===== src/twiddle.mem =====
// w(k) = exp(-j*2*pi*k/32) in Q16.16, one line per k from 0 to 15
// upper 8 hex digits are the real part, lower 8 hex digits the imaginary part
0001000000000000
0000FB15FFFFCE0F
0000EC83FFFF9E08
0000D4DBFFFF71C6
0000B505FFFF4AFB
00008E3AFFFF2B25
000061F8FFFF137D
000031F1FFFF04EB
00000000FFFF0000
FFFFCE0FFFFF04EB
FFFF9E08FFFF137D
FFFF71C6FFFF2B25
FFFF4AFBFFFF4AFB
FFFF2B25FFFF71C6
FFFF137DFFFF9E08
FFFF04EBFFFFCE0F


===== src/common/fft_pkg.sv =====
package fft_pkg;

  // default sample width and fixed-point position
  localparam int DATA_W = 32;
  localparam int FRAC_W = 16; // fraction bits dropped after each product

  // twiddle table for a 32-point FFT holds the first half circle
  localparam int TW_DEPTH = 16;
  localparam int TW_ADDR_W = 4;

  // complex multiplier builds
  localparam int MULTS_SERIAL = 1;   // one multiplier reused over three cycles
  localparam int MULTS_PARALLEL = 3; // three multipliers, combinational

  // each line of twiddle.mem is one ROM word of 2*n bits
  // with the real part in the upper half and the imaginary part in the lower half

endpackage


===== src/common/cplx_if.sv =====
`timescale 1ns/1ps

// one complex value with a valid/ready handshake
interface cplx_if import fft_pkg::*; #(
  parameter int n = DATA_W
) ();

  logic val;
  logic rdy;
  logic [n-1:0] re;
  logic [n-1:0] im;

  // the source holds re and im steady from val until the transfer
  modport source (
    output val,
    output re,
    output im,
    input  rdy
  );

  modport sink (
    input  val,
    input  re,
    input  im,
    output rdy
  );

endinterface


===== src/source/fp_mult.sv =====
`timescale 1ns/1ps

// signed fixed-point multiply, c = (a * b) >> d with wrap to n bits
module fp_mult import fft_pkg::*; #(
  parameter int n = DATA_W,
  parameter int d = FRAC_W
) (
  input  logic [n-1:0] a,
  input  logic [n-1:0] b,
  output logic [n-1:0] c
);

  logic signed [2*n-1:0] a_ext;
  logic signed [2*n-1:0] b_ext;
  logic signed [2*n-1:0] prod;
  logic signed [2*n-1:0] shifted;

  assign a_ext = {{n{a[n-1]}}, a};
  assign b_ext = {{n{b[n-1]}}, b};

  // the full signed product always fits in 2n bits
  assign prod = a_ext * b_ext;

  // truncation toward minus infinity, then wrap by keeping the low word
  assign shifted = prod >>> d;
  assign c = shifted[n-1:0];

endmodule


===== src/cmult/cmult.sv =====
`timescale 1ns/1ps

// complex multiply p = w * b
//   p_re = w_re*b_re - w_im*b_im
//   p_im = (w_re + w_im)(b_re + b_im) - w_re*b_re - w_im*b_im
// the operand sums wrap to n bits before they are multiplied
module cmult import fft_pkg::*; #(
  parameter int n = DATA_W,
  parameter int d = FRAC_W,
  parameter int num_mults = MULTS_SERIAL
) (
  input  logic clk,
  input  logic reset,
  cplx_if.sink opnd,
  input  logic [n-1:0] w_re,
  input  logic [n-1:0] w_im,
  cplx_if.source prod
);

  logic [n-1:0] re_x_re;   // w_re * b_re
  logic [n-1:0] im_x_im;   // w_im * b_im
  logic [n-1:0] sum_x_sum; // (w_re + w_im) * (b_re + b_im)
  logic recv_rdy;
  logic send_val;

  generate
    if (num_mults == MULTS_PARALLEL) begin : g_parallel
      logic [n-1:0] w_sum;
      logic [n-1:0] b_sum;

      assign w_sum = w_re + w_im;
      assign b_sum = opnd.re + opnd.im;

      fp_mult #(.n(n), .d(d)) u_mult_re (
        .a(w_re),
        .b(opnd.re),
        .c(re_x_re)
      );

      fp_mult #(.n(n), .d(d)) u_mult_im (
        .a(w_im),
        .b(opnd.im),
        .c(im_x_im)
      );

      fp_mult #(.n(n), .d(d)) u_mult_sum (
        .a(w_sum),
        .b(b_sum),
        .c(sum_x_sum)
      );

      // no storage here, the handshake passes straight through
      assign recv_rdy = prod.rdy;
      assign send_val = opnd.val;
    end else begin : g_serial
      localparam logic [2:0] IDLE = 3'd0;
      localparam logic [2:0] MUL1 = 3'd1;
      localparam logic [2:0] MUL2 = 3'd2;
      localparam logic [2:0] MUL3 = 3'd3;
      localparam logic [2:0] DONE = 3'd4;

      logic [2:0] state;
      logic [2:0] next_state;
      logic [n-1:0] w_re_q;
      logic [n-1:0] w_im_q;
      logic [n-1:0] b_re_q;
      logic [n-1:0] b_im_q;
      logic [n-1:0] mul_a;
      logic [n-1:0] mul_b;
      logic [n-1:0] mul_c;

      always_ff @(posedge clk) begin
        if (reset) begin
          state <= IDLE;
        end else begin
          state <= next_state;
        end
      end

      // operands are captured once, partial products land one per cycle
      always_ff @(posedge clk) begin
        case (state)
          IDLE: begin
            if (opnd.val) begin
              w_re_q <= w_re;
              w_im_q <= w_im;
              b_re_q <= opnd.re;
              b_im_q <= opnd.im;
            end
          end
          MUL1: re_x_re <= mul_c;
          MUL2: im_x_im <= mul_c;
          MUL3: sum_x_sum <= mul_c;
          default: ;
        endcase
      end

      always_comb begin
        next_state = state;
        recv_rdy = 1'b0;
        send_val = 1'b0;
        mul_a = '0;
        mul_b = '0;
        case (state)
          IDLE: begin
            recv_rdy = 1'b1;
            if (opnd.val) next_state = MUL1;
          end
          MUL1: begin
            mul_a = w_re_q;
            mul_b = b_re_q;
            next_state = MUL2;
          end
          MUL2: begin
            mul_a = w_im_q;
            mul_b = b_im_q;
            next_state = MUL3;
          end
          MUL3: begin
            mul_a = w_re_q + w_im_q; // sums wrap to n bits
            mul_b = b_re_q + b_im_q;
            next_state = DONE;
          end
          DONE: begin
            send_val = 1'b1;
            if (prod.rdy) next_state = IDLE; // result stays put until taken
          end
          default: next_state = IDLE;
        endcase
      end

      fp_mult #(.n(n), .d(d)) u_mult (
        .a(mul_a),
        .b(mul_b),
        .c(mul_c)
      );
    end
  endgenerate

  assign opnd.rdy = recv_rdy;
  assign prod.val = send_val;
  assign prod.re = re_x_re - im_x_im;
  assign prod.im = sum_x_sum - re_x_re - im_x_im;

endmodule


===== src/source/twiddle_rom.sv =====
`timescale 1ns/1ps

// twiddle table with a registered read, w is valid the cycle after addr
module twiddle_rom import fft_pkg::*; #(
  parameter int n = DATA_W,
  parameter int depth = TW_DEPTH
) (
  input  logic clk,
  input  logic [TW_ADDR_W-1:0] addr,
  output logic [n-1:0] w_re,
  output logic [n-1:0] w_im
);

  logic [2*n-1:0] mem [depth];
  logic [2*n-1:0] word;

  initial begin
    $readmemh("/design/src/twiddle.mem", mem);
  end

  always_ff @(posedge clk) begin
    word <= mem[addr];
  end

  assign w_re = word[2*n-1:n]; // real half sits in the upper bits
  assign w_im = word[n-1:0];

endmodule


===== src/source/bfly_issue.sv =====
`timescale 1ns/1ps

// input stage: holds one butterfly request, waits a cycle for the twiddle,
// then hands b to the multiplier and a to the combine stage together
module bfly_issue import fft_pkg::*; #(
  parameter int n = DATA_W
) (
  input  logic clk,
  input  logic reset,
  input  logic in_val,
  output logic in_rdy,
  input  logic [n-1:0] a_re,
  input  logic [n-1:0] a_im,
  input  logic [n-1:0] b_re,
  input  logic [n-1:0] b_im,
  input  logic [TW_ADDR_W-1:0] k,
  cplx_if.source opnd,
  cplx_if.source a_out,
  output logic [n-1:0] w_re,
  output logic [n-1:0] w_im
);

  logic full;  // a request is held
  logic phase; // the ROM word for the held request is ready
  logic take;
  logic issue;
  logic [n-1:0] a_re_q;
  logic [n-1:0] a_im_q;
  logic [n-1:0] b_re_q;
  logic [n-1:0] b_im_q;
  logic [TW_ADDR_W-1:0] k_q;

  assign in_rdy = !full;
  assign take = in_val && !full;

  // both sinks must take the request in the same cycle
  assign issue = full && phase && opnd.rdy && a_out.rdy;

  always_ff @(posedge clk) begin
    if (reset) begin
      full <= 1'b0;
      phase <= 1'b0;
    end else if (take) begin
      full <= 1'b1;
      phase <= 1'b0;
    end else if (issue) begin
      full <= 1'b0;
    end else if (full) begin
      phase <= 1'b1;
    end
  end

  always_ff @(posedge clk) begin
    if (take) begin
      a_re_q <= a_re;
      a_im_q <= a_im;
      b_re_q <= b_re;
      b_im_q <= b_im;
      k_q <= k;
    end
  end

  twiddle_rom #(.n(n), .depth(TW_DEPTH)) u_twiddle_rom (
    .clk(clk),
    .addr(k_q), // keeps reading the held index, so w stays valid while stalled
    .w_re(w_re),
    .w_im(w_im)
  );

  assign opnd.val = issue;
  assign opnd.re = b_re_q;
  assign opnd.im = b_im_q;
  assign a_out.val = issue;
  assign a_out.re = a_re_q;
  assign a_out.im = a_im_q;

endmodule


===== src/source/bfly_combine.sv =====
`timescale 1ns/1ps

// output stage: pairs a with the product and registers x = a + p, y = a - p
module bfly_combine import fft_pkg::*; #(
  parameter int n = DATA_W
) (
  input  logic clk,
  input  logic reset,
  cplx_if.sink a_in,
  cplx_if.sink prod,
  output logic out_val,
  input  logic out_rdy,
  output logic [n-1:0] x_re,
  output logic [n-1:0] x_im,
  output logic [n-1:0] y_re,
  output logic [n-1:0] y_im
);

  logic a_full;
  logic p_full;
  logic out_full;
  logic a_take;
  logic p_take;
  logic a_here;
  logic p_here;
  logic out_free;
  logic fire;
  logic [n-1:0] a_re_q;
  logic [n-1:0] a_im_q;
  logic [n-1:0] p_re_q;
  logic [n-1:0] p_im_q;
  logic [n-1:0] a_re_s;
  logic [n-1:0] a_im_s;
  logic [n-1:0] p_re_s;
  logic [n-1:0] p_im_s;

  assign a_in.rdy = !a_full;
  assign prod.rdy = !p_full;
  assign a_take = a_in.val && !a_full;
  assign p_take = prod.val && !p_full;

  // a value counts as present when it sits in its slot or arrives now
  assign a_here = a_full || a_in.val;
  assign p_here = p_full || prod.val;
  assign out_free = !out_full || out_rdy;
  assign fire = a_here && p_here && out_free;

  assign a_re_s = a_full ? a_re_q : a_in.re;
  assign a_im_s = a_full ? a_im_q : a_in.im;
  assign p_re_s = p_full ? p_re_q : prod.re;
  assign p_im_s = p_full ? p_im_q : prod.im;

  always_ff @(posedge clk) begin
    if (reset) begin
      a_full <= 1'b0;
      p_full <= 1'b0;
      out_full <= 1'b0;
    end else begin
      if (fire) a_full <= 1'b0;
      else if (a_take) a_full <= 1'b1;
      if (fire) p_full <= 1'b0;
      else if (p_take) p_full <= 1'b1;
      if (fire) out_full <= 1'b1;
      else if (out_rdy) out_full <= 1'b0; // drained
    end
  end

  always_ff @(posedge clk) begin
    if (a_take) begin
      a_re_q <= a_in.re;
      a_im_q <= a_in.im;
    end
    if (p_take) begin
      p_re_q <= prod.re;
      p_im_q <= prod.im;
    end
    if (fire) begin
      x_re <= a_re_s + p_re_s; // sums and differences wrap mod 2^n
      x_im <= a_im_s + p_im_s;
      y_re <= a_re_s - p_re_s;
      y_im <= a_im_s - p_im_s;
    end
  end

  assign out_val = out_full;

endmodule


===== src/source/fft_butterfly.sv =====
`timescale 1ns/1ps

// radix-2 DIT butterfly: x = a + w*b, y = a - w*b with w from the twiddle ROM
module fft_butterfly import fft_pkg::*; #(
  parameter int n = DATA_W,
  parameter int d = FRAC_W,
  parameter int num_mults = MULTS_SERIAL
) (
  input  logic clk,
  input  logic reset,
  input  logic in_val,
  output logic in_rdy,
  input  logic [n-1:0] a_re,
  input  logic [n-1:0] a_im,
  input  logic [n-1:0] b_re,
  input  logic [n-1:0] b_im,
  input  logic [TW_ADDR_W-1:0] k,
  output logic out_val,
  input  logic out_rdy,
  output logic [n-1:0] x_re,
  output logic [n-1:0] x_im,
  output logic [n-1:0] y_re,
  output logic [n-1:0] y_im
);

  logic [n-1:0] w_re; // valid while opnd_bus is valid
  logic [n-1:0] w_im;

  cplx_if #(.n(n)) opnd_bus ();
  cplx_if #(.n(n)) a_bus ();
  cplx_if #(.n(n)) prod_bus ();

  bfly_issue #(.n(n)) u_bfly_issue (
    .clk(clk),
    .reset(reset),
    .in_val(in_val),
    .in_rdy(in_rdy),
    .a_re(a_re),
    .a_im(a_im),
    .b_re(b_re),
    .b_im(b_im),
    .k(k),
    .opnd(opnd_bus),
    .a_out(a_bus),
    .w_re(w_re),
    .w_im(w_im)
  );

  cmult #(.n(n), .d(d), .num_mults(num_mults)) u_cmult (
    .clk(clk),
    .reset(reset),
    .opnd(opnd_bus),
    .w_re(w_re),
    .w_im(w_im),
    .prod(prod_bus)
  );

  bfly_combine #(.n(n)) u_bfly_combine (
    .clk(clk),
    .reset(reset),
    .a_in(a_bus),
    .prod(prod_bus),
    .out_val(out_val),
    .out_rdy(out_rdy),
    .x_re(x_re),
    .x_im(x_im),
    .y_re(y_re),
    .y_im(y_im)
  );

endmodule


===== config.mk =====
export PLATFORM = sky130hd
export DESIGN_NAME = fft_butterfly
export DESIGN_NICKNAME = d
export VERILOG_FILES = /design/src/common/fft_pkg.sv /design/src/common/cplx_if.sv /design/src/source/fp_mult.sv /design/src/cmult/cmult.sv /design/src/source/twiddle_rom.sv /design/src/source/bfly_issue.sv /design/src/source/bfly_combine.sv /design/src/source/fft_butterfly.sv
export SDC_FILE = /design/constraint.sdc
export NUM_CORES = 1
export LEC_CHECK = 0
export ABC_CLOCK_PERIOD_IN_PS = 15650
export BUFFER_PORTS_ARGS = -buffer_cell sky130_fd_sc_hd__buf_2
export CORE_MARGIN = 2
export CORE_UTILIZATION = 40
export CTS_BUF_LIST = sky130_fd_sc_hd__clkbuf_8
export CTS_CLUSTER_SIZE = 12
export DETAILED_ROUTE_END_ITERATION = 7
export PLACE_DENSITY = 0.61
export SETUP_SLACK_MARGIN = 0.02
export SYNTH_ARGS = -nofsm -noshare
export SYNTH_HDL_FRONTEND = slang
export SYNTH_SLANG_ARGS = --single-unit

===== constraint.sdc =====
create_clock -name clk -period 15.65 [get_ports clk]
set_clock_uncertainty 0.15 [all_clocks]
set_input_delay 2.3475 -clock clk [delete_from_list [all_inputs] [get_ports clk]]
set_output_delay 2.3475 -clock clk [all_outputs]
set_load 0.05 [all_outputs]

---- Word level (Yosys, flattened, before mapping) ----
Cells that the tools add are included.
cells by class
  $add $sub $neg .......................... 9
  $mul .................................... 1
  equal/unequal tests ..................... 6
  mux-type cells .......................... 15
  bitwise operators ....................... 1
  reductions and logical operators ........ 23
operators with widths
  cell                count
  $pmux 32 s3         2
  $sub 32x32->32      5
  $add 32x32->32      4
  $mux 32             4
  $mul 32x32->48      1
  $pmux 3 s5          1
  $logic_and 1x1->1   8
  $eq 3x2->1 const B  2
  $mux 1              6
  $mux 3              2
  $reduce_and 2->1    3
  $logic_not 1->1     4
  $reduce_bool 2->1   2
  $reduce_or 2->1     2
  $eq 3x1->1 const B  1
  $eq 3x3->1 const B  1
  $logic_not 3->1     1
  $logic_or 1x1->1    3
  $ne 2x1->1 const B  1
  $ne 2x2->1 const B  1
  $not 1->1           1
word-level totals
  bits in registers ....................... 680
  input port bits ......................... 136
  output and inout port bits .............. 130
  word-level logic and storage cells ...... 81

---- Depth between registers and ports, before layout ----
Gate-level depths: netlist of the first run.
  depth in word-level cells ............... 8
  depth in mapped cells ................... 5
  depth with buffers taken out ............ 3

---- Modules after synthesis ----
From an unflattened synthesis of the first run, not the netlist that was laid out.
unflattened totals
  cell total of the unflattened synthesis .. 6241
  area total of the unflattened synthesis .. 64894.7 sq um
by module, submodules not included
  module        times used  cells each  area an instance (sq um)  sequential area each (sq um)
  fp_mult       1           3112        28693.8                   0.0
  bfly_combine  1           1435        15899.0                   7687.4
  cmult         1           1487        15757.6                   6786.5
  bfly_issue    1           142         4060.1                    4003.8
  twiddle_rom   1           65          484.2                     0.0

---- Worst setup path after synthesis of the first run ----
Ideal clock, no wire load.
  kind .................................... input to register
  from .................................... in out_rdy
  to ...................................... reg u_bfly_combine.x_im[10] (enable)
  setup time .............................. 0.750 ns
  data arrival time ....................... 10.577 ns
  required time ........................... 14.750 ns
  slack ................................... 4.173 ns
  stages .................................. 2
  path buffers ............................ 0
  cells stage by stage .................... nor2b_1 nor3_1
between the ends
  longest elaborated chain between the ends .. 2
RTL lines
  what                           line                 source
  from (decl)                    fft_butterfly.sv:19  input logic out_rdy,
  $logic_or 1x1->1               bfly_combine.sv:45   assign out_free = !out_full || out_rdy;
  $logic_and 1x1->1              bfly_combine.sv:46   assign fire = a_here && p_here && out_free;
  named net u_bfly_combine.fire  bfly_combine.sv:27   logic fire;
  to (signal assigned)           bfly_combine.sv:79   x_im <= a_im_s + p_im_s;
  to (decl)                      bfly_combine.sv:14   output logic [n-1:0] x_im,
The timed path passes the listed nets, and every way through them passes these cells.
A chain may end at the register's enable or synchronous reset.

---- Worst setup path in the final report of the first run ----
  from .................................... in in_val
  to ...................................... reg u_bfly_issue.a_re_q[22], in the netlist u_bfly_issue.a_out.re[22] (enable)
between the ends
  longest elaborated chain between the ends .. 1
RTL lines
  what                         line                 source
  from (decl)                  fft_butterfly.sv:11  input logic in_val,
  $logic_and 1x1->1            bfly_issue.sv:34     assign take = in_val && !full;
  named net u_bfly_issue.take  bfly_issue.sv:25     logic take;
  to (signal assigned)         bfly_issue.sv:55     a_re_q <= a_re;
  to (decl)                    bfly_issue.sv:27     logic [n-1:0] a_re_q;
The timed path passes the listed nets, and every way through them passes these cells.

==> flow_metrics.tcl, run 1 <==
set metrics [dict create \
    die_y_um 158 \
    syn_nets 569 \
    fin_area_mm2 0.0115 \
    ys_seq_area_share_pct 80.4 \
    drt_iter0_drc 303 \
    dpl_worst_slack_ps 11200 \
    critPathMaxStageDelay_ps 640 \
    routed_wl_mm 17.2 \
    syn-cell-area_mm2 0.00950 \
    postCtsSetupBuffers 0 \
    cts_root_buffer "clkbuf_8" \
    avgViaCountPerCell 4.67 \
    met1_usage_pct 15.7 \
    grt_pass1_wl_mm 25.5 \
    port_buffers 197 \
    rows 56 \
    wl_per_cell_um 17.0 \
    num-nets-final 794 \
    critPathLaunchType "input pin" \
    synthTopCellsByCount "edfxtp_1 (249), mux2_2 (83), mux2_4 (38), buf_2 (8), dfxtp_1 (8)" \
    dp.cells 932 \
    fin_tns_setup_ps 0 \
    synth-async-reset-ratio_pct 0 \
    initial_utilization_pct 40.6 \
    layout-drive-gt1-share_pct 54.6 \
    crit_start "in_val" \
    drc 0 \
    finalHoldViolCount 0 \
    slew_viol_final 0 \
    r2r-start "u_bfly_combine.a_full" \
    clock_latency_ps 510 \
    cp_data_arrival_time_ps 3820 \
    die_x_um 158 \
    fillers 2036 \
    cts_buffers 43 \
    synth_flop_cell "edfxtp_1" \
    cap_violations 0 \
    grt.busiest_layer "met2" \
    p_leak_nw 4.23 \
    finalCritPeriodShare_pct 24.4 \
    yosysWarnings 0 \
    p_total_mw 1.37 \
    gr-total-overflow 0 \
    synth_seq_cells 257 \
    met2_usage_pct 22.1 \
    hold_class "reg2reg" \
    fmax_mhz 262 \
    use_met3_pct 5.23 \
    synth.distinct_cells 25 \
    ios 266 \
    syn_avg_cell_area_um2 21.9 \
    pwr_density_cell_mw_per_mm2 119 \
    dieArea_mm2 0.0250 \
    synth_area_leaders "edfxtp_1 (79%), mux2_2 (9.8%), mux2_4 (6.0%)" \
    cts_tree "done" \
    required_ps 15650 \
    yosysMostFrequentCell "edfxtp_1" \
    antenna_found_initial 3 \
    cts.sinks 257 \
    htree_levels 2 \
    grt_setup_unrepaired "no" \
    gp_congestion 0.765 \
    synth_edf_count 249 \
    ir_drop_v 0.0000613 \
    crit_chain "buf_2 -> inv_1 -> nor2_4 -> buf_4" \
    place_hpwl_mm 10.3 \
    setup_viol_count_final 0 \
    end_kind "flop" \
    crit_fanout 39 \
    synthCells 433 \
    placed_area_mm2 0.0108 \
    status "finished, final reports clean" \
    final_cell_count_no_fill 1009 \
    worstMarginPinSlew_ps 1040 \
    min_from "u_bfly_issue.a_out.re[1]" \
    dr.pass1.iters 4 \
    grt_max_degree 71 \
    synth_area_leader_cell "edfxtp_1" \
    finalWorstSetupSlack_ps 11830 \
    crit_type "in2reg" \
    cts_max_path_buffers 3 \
    critPathSlowestCell "buf_4" \
    relSlewSlack_pct 30.9 \
    grtUsageTotal_pct 13.4 \
    min_period_ps 3820 \
    area_delta_synth_final_pct 21.5 \
    cts_resized 0 \
    hold_buffers 0 \
    grt_pass1_vias 4942 \
    cts.clk_slew.worst_paths_ps 50 \
    core_mm2 0.0234 \
    yosys.area.top_type_share_pct 78.7 \
    vias 4714 \
    ant_nets 0 \
]
## state kept, by name, summed over array words and instances (netlist names)
name	cells
u_bfly_combine.a_im_q	32
u_bfly_combine.a_full	1
u_bfly_issue.full	1
u_bfly_combine.y_re	28
u_bfly_combine.out_val	1
u_bfly_combine.p_full	1
u_bfly_combine.x_re	32
u_bfly_issue.a_out.re	32
u_bfly_combine.y_im	32
u_bfly_combine.a_re_q	32
u_cmult.g_serial.state	3
u_bfly_issue.a_out.im	32
u_bfly_combine.x_im	29
u_bfly_issue.phase	1
## cell families after synthesis
kind of cell	after synthesis	synth area share (%)
buffers and inverters	28	2.00
AOI/OAI and AO/OA	11	0.724
xor gates and xnor gates	1	0.0922
and+or+nand+nor	15	0.948
DFF	257	80.4
muxes	121	15.8
## final timing paths
| check | endpoint | slack (ps) | depth (start not counted) |
|---|---|---|---|
| max | u_bfly_issue.a_out.re[22] | 11830 | 4 |
| min | u_bfly_combine.a_re_q[1] | 300 | 0 |
| max reg2reg | u_bfly_combine.x_im[31] | 12860 | 2 |
| min reg2reg | u_bfly_combine.a_re_q[1] | 300 | 0 |
## where the power goes
group	internal [mW]	switching (mW)
clock network	0.280	0.248
logic	0.0336	0.0232
registers	0.777	0.0124
## layout by cell type (no fill, tap or decap), types with 2 or more instances in the layout
cell      count
nand3_1       3
nor3_2        2
mux2_4       38
edfxtp_1    249
a21oi_1       4
buf_4         6
a31oi_1       3
dfxtp_1       7
clkbuf_8     45
clkinv_1     11
buf_2       197
nor2_1        2
mux2_2       83
a211oi_1      2
inv_1        23
## final cells by class
class                   count  area (µm²)  share of cell area, %
multi-input cells         148        1690                   14.6
clock inverters            31         144                   1.25
clock buffers              45         619                   5.36
diodes                      1        2.50                 0.0217
inverters                   5        18.8                  0.163
well taps                 319         399                   3.46
repair buffers            203        1030                   8.93
flip-flops and latches    257        7640                   66.2
## through the flow
stage / utilization, % / hold slack (ps)
global placement: 46.1 / 283
global route: 49.3 / 321
finish: 49.3 / 304
CTS: 49.3 / 305
floorplan: - / 272
detailed placement: 46.1 / 285
## layer usage
metal	up-vias	share of wire, %	routed length (µm)
met2	184	48	8180
met1	2325	40	6950
met5	-	0.17	30
li1	2162	-	-
met4	4	2.3	389
met3	39	9.5	1640
## critical path, delay by kind of cell
kind / cells / cell delay, ps
buf+inv: 3 / 790
simple gates: 1 / 630
Power figures use the tool's default switching activity.
==> inputs of run 2 (changes only) <==
- ABC_CLOCK_PERIOD_IN_PS: 15650 -> 3800
- clock period: 15.65 -> 3.8 ns (I/O delays scaled with it)
==> flow_metrics.tcl, run 2 (synthesized netlist as in run 1, its figures left out) <==
set metrics [dict create \
    relSlewSlack_pct 49.1 \
    finalHoldViolCount 0 \
    postCtsSetupBuffers 0 \
    critPathBufInv 1 \
    crit_fanout 97 \
    dieArea_mm2 0.0250 \
    drt_iter0_drc 297 \
    place_hpwl_mm 10.2 \
    crit_family "simple AND/OR/NAND/NOR gates" \
    crit_chain "and4bb_2 -> a21oi_4 -> nor3_4 -> buf_12" \
    ios 266 \
    endpoint "u_bfly_combine.y_re[6]" \
    grt_max_degree 118 \
    p_leak_nw 4.22 \
    initial_utilization_pct 40.6 \
    placed_area_mm2 0.0108 \
    fmax_mhz 465 \
    path_depth 4 \
    whs_ps 63.6 \
    antenna_found_initial 1 \
    cts.sinks 257 \
    dr.pass1.iters 5 \
    cts_resized 0 \
    rows 56 \
    diodes 0 \
    grt_pass1_wl_mm 26.3 \
    end_kind "flop" \
    grt_setup_unrepaired "no" \
    grt_pass1_vias 5093 \
    hold_class "in2reg" \
    gp_congestion 0.702 \
    num-nets-final 796 \
    die_x_um 158 \
    cap_violations 0 \
    crit_type "reg2reg" \
    reg2reg_slack_ps 1650 \
    core_mm2 0.0234 \
    mostFrequentLayoutCell "edfxtp_1" \
    drc 0 \
    met3_length_mm 1.52 \
    cts_tree "done" \
    wl_met1_mm 6.99 \
    top_layer "met5" \
    wl_met2_mm 8.32 \
    routed_wl_mm 17.4 \
    htree_levels 2 \
    critPathSlowestCell "dfxtp_1" \
    cp_data_arrival_time_ps 2160 \
    final_cell_mix "edfxtp_1 (249), buf_2 (197), mux2_2 (83), clkbuf_8 (45), mux2_4 (38)" \
    ant_nets 0 \
    cts_buffers 44 \
    clock_latency_ps 530 \
    area_delta_synth_final_pct 22.5 \
    rr_endpoint "u_bfly_combine.y_re[6]" \
    fin_area_mm2 0.0116 \
    rr_worst_depth 4 \
    cts.clk_slew.worst_paths_ps 60 \
    cts_max_path_buffers 3 \
    finalCritPeriodShare_pct 56.6 \
    port_buffers 197 \
    avgViaCountPerCell 4.71 \
    critPathMaxStageDelay_ps 460 \
    r2r-start "u_bfly_issue.full" \
    pwr_density_cell_mw_per_mm2 497 \
    die_y_um 158 \
    vias 4748 \
    required_ps 3810 \
    layout-drive-gt1-share_pct 55.7 \
    worstMarginPinSlew_ps 763 \
    status "finished, final reports clean" \
    min_period_ps 2150 \
    slew_viol_final 0 \
    critPathLaunchType "flop" \
    cts_root_buffer "clkbuf_8" \
    gr-total-overflow 0 \
    wl_per_cell_um 17.2 \
    ir_drop_v 0.000362 \
    hold_buffers 0 \
    setup_viol_count_final 0 \
    grtUsageTotal_pct 13.7 \
    crit_start "u_bfly_issue.full" \
]
[run 2: routing by layer]
metal / GRT usage (%) / up-vias
met4: 5.92 / 2
met3: 5.17 / 49
met2: 22.9 / 185
met5: 0 / -
met1: 15.9 / 2340
li1: - / 2172
[run 2: worst min path at each step]
stage	from	endpoint	cells past startpoint
6_report	a_im[21]	u_bfly_issue.a_out.im[21]	1
5_1_grt	a_im[28]	u_bfly_issue.a_out.im[28]	1
4_1_cts	a_re[12]	u_bfly_issue.a_out.re[12]	1
3_5_place_dp	u_bfly_issue.a_out.im[0]	u_bfly_combine.a_im_q[0]	0
3_3_place_gp	u_bfly_issue.a_out.re[0]	u_bfly_combine.a_re_q[0]	0
2_1_floorplan	u_bfly_issue.a_out.im[0]	u_bfly_combine.a_im_q[0]	0
[run 2: cell type report]
type,instances,area (µm²)
inverters,5,18.8
flip-flops and latches,257,7640
well taps,319,399
fillers,2018,11800
clock inverters,31,179
multi-input cells,148,1710
clock buffers,45,619
repair buffers,204,1060
[run 2: stage by stage]
stage                     utilization, %  worst slack [ps]  total power, mW  setup TNS (ps)  cells
after global placement              46.3              1730             3.54               0    933
final                               49.7              1650             5.78               0   1009
after global routing                49.7              1580             6.02               0   1009
after floorplan                        -              -424             3.47          -60880    433
after detailed placement            46.3              1680             3.55               0    933
after CTS                           49.7              1670             5.89               0   1009
[run 2: report_power, final]
group | leakage [nW] | internal (mW) | switching, mW
registers | 2.34 | 3.20 | 0.0401
logic | 1.44 | 0.140 | 0.108
clock network | 0.433 | 1.23 | 1.06
==> inputs of run 3 (changes only) <==
- ABC_CLOCK_PERIOD_IN_PS: 3800 -> 1750
- PLACE_DENSITY: 0.61 -> 0.63
- clock period: 3.8 -> 1.75 ns (I/O delays scaled with it)
==> flow_metrics.tcl, run 3 (synthesized netlist as in run 1, its figures left out) <==
set metrics [dict create \
    diodes 0 \
    grt_max_degree 40 \
    port_buffers 197 \
    required_ps 1840 \
    status "finished with violations" \
    gp_congestion 0.798 \
    whs_ps 298 \
    vias 5182 \
    crit_start "u_cmult.g_serial.state[1]" \
    place_hpwl_mm 11.5 \
    rr_endpoint "u_bfly_combine.y_re[4]" \
    cts_max_path_buffers 3 \
    clock_power_share_pct 39.1 \
    worstMarginPinSlew_ps 391 \
    relSlewSlack_pct 73.9 \
    ant_nets 0 \
    initial_utilization_pct 40.6 \
    intPower_mw 10.1 \
    clock_latency_ps 530 \
    cp_data_arrival_time_ps 1910 \
    p_comb_share_pct 6.1 \
    cts.clk_slew.worst_paths_ps 70 \
    ios 266 \
    critPathLaunchType "flop" \
    drc 0 \
    drt_iter0_drc 187 \
    critPathSlowestCell "and4bb_2" \
    hold_class "in2reg" \
    crit_type "reg2reg" \
    min_period_ps 1810 \
    cts_tree "done" \
    crit_family "simple AND/OR/NAND/NOR gates" \
    path_depth 6 \
    finalWorstSetupSlack_ps -62.2 \
    setup_viol_count_final 150 \
    area_delta_synth_final_pct 37.1 \
    reg2reg_slack_ps -60 \
    slew_viol_final 0 \
    fin_area_mm2 0.0130 \
    pwr_density_cell_mw_per_mm2 984 \
    grt_setup_unrepaired "yes" \
    layout-drive-gt1-share_pct 54.3 \
    htree_levels 2 \
    gr-total-overflow 0 \
    cts_root_buffer "clkbuf_8" \
    placed_area_mm2 0.0112 \
    crit_fanout 5 \
    num-nets-final 907 \
    die_x_um 158 \
    rr_worst_depth 6 \
    wl_per_cell_um 18.0 \
    cts.sinks 257 \
    grtUsageTotal_pct 15.3 \
    dpl_worst_slack_ps -52.5 \
    antenna_found_initial 1 \
    dieArea_mm2 0.0250 \
    cts_buffers 44 \
    r2r-start "u_cmult.g_serial.state[1]" \
    grt_pass1_wl_mm 29.0 \
    ir_drop_v 0.000649 \
    routed_wl_mm 20.2 \
    mostFrequentLayoutCell "edfxtp_1" \
    switching_share_pct 21.2 \
    endpoint "u_bfly_combine.y_re[4]" \
    violations "negative setup slack" \
    netSwitchingPower_mw 2.72 \
    critPathBufInv 3 \
    utilization_pct 55.7 \
    avgViaCountPerCell 4.62 \
    core_mm2 0.0234 \
    rows 56 \
    seqPwrFrac_pct 54.8 \
    crit_chain "and4bb_2 -> a21oi_4 -> nor3_4 -> buf_6 -> buf_16 -> buf_8" \
    p_total_mw 12.8 \
    cap_violations 0 \
    grt_pass1_vias 5541 \
    finalCritPeriodShare_pct 104 \
    dr.pass1.iters 4 \
    p_leak_nw 4.86 \
    critPathMaxStageDelay_ps 340 \
    final_cell_mix "edfxtp_1 (249), buf_2 (196), mux2_2 (83), dlygate4sd3_1 (67), clkbuf_8 (45)" \
    die_y_um 158 \
    end_kind "flop" \
    finalHoldViolCount 0 \
    fmax_mhz 552 \
]
## run 3: changes by cell type in the layout (fill, tap and decap cells not counted), sizes merged
cell and change:
inv +8, clkbuf +5, clkinv -6, buf +39
dlygate4sd3 +67
## run 3: area by class of cell
type,count,area [µm²]
clock inverter,33,189
tap,319,399
inverter,5,18.8
fill,1883,10400
clock buffer,45,619
timing repair buffer,315,2420
sequential,257,7640
multi-input combinational,148,1740
## run 3: worst reg2reg max path: cells and delay by family, from the launching register on
family | cells | cell delay, ps
flip-flops | 1 | 330
buffers and inverters | 3 | 410
AND/OR/NAND/NOR | 2 | 580
AO/OA/AOI/OAI | 1 | 70
## run 3: how the worst min path moves through the flow
| stage | start | end | slack (ps) | cells past startpoint |
|---|---|---|---|---|
| floorplan | a_im[0] | u_bfly_issue.a_out.im[0] | 210 | 0 |
| global placement | u_bfly_issue.a_out.re[3] | u_bfly_combine.a_re_q[3] | 280 | 0 |
| detailed placement | a_im[0] | u_bfly_issue.a_out.im[0] | 290 | 1 |
| CTS | a_re[3] | u_bfly_issue.a_out.re[3] | 250 | 2 |
| global route | a_re[29] | u_bfly_issue.a_out.re[29] | 260 | 2 |
| finish | a_im[9] | u_bfly_issue.a_out.im[9] | 300 | 2 |
## run 3: layer usage
| layer | GRT usage (%) | up-vias | wire length, µm |
|---|---|---|---|
| li1 | - | 2398 | - |
| met1 | 18.0 | 2565 | 8430 |
| met2 | 26.6 | 184 | 10200 |
| met3 | 4.85 | 33 | 1290 |
| met4 | 4.80 | 2 | 341 |
| met5 | 0 | - | 13 |
## run 3: power groups by stage
stage               combinational (mW)  sequential, mW  clock, mW
CTS                              0.755            7.03       5.15
finish                           0.784            7.03       5.01
global placement                 0.588            7.14          0
floorplan                        0.399            7.14          0
detailed placement               0.608            7.16          0
global route                     0.840            7.04       5.42
## run 3: through the flow
| stage | TNS [ps] | std cells |
|---|---|---|
| 3_3_place_gp | -1360 | 962 |
| 2_1_floorplan | -432720 | 433 |
| 4_1_cts | -5860 | 1114 |
| 3_5_place_dp | -2980 | 962 |
| 5_1_grt | -13640 | 1122 |
| 6_report | -5160 | 1122 |
## run 3: what timing repair did
| action | 4_1_cts | 5_1_grt |
|---|---|---|
| pin swaps | 2 | 2 |
| gates cloned | 3 | 5 |
| hold buffers | 67 | 0 |
| setup endpoints to repair | 176 | 186 |
| resized for setup | 17 | 10 |
| setup buffers | 4 | 4 |
| hold endpoints to repair | 72 | 0 |
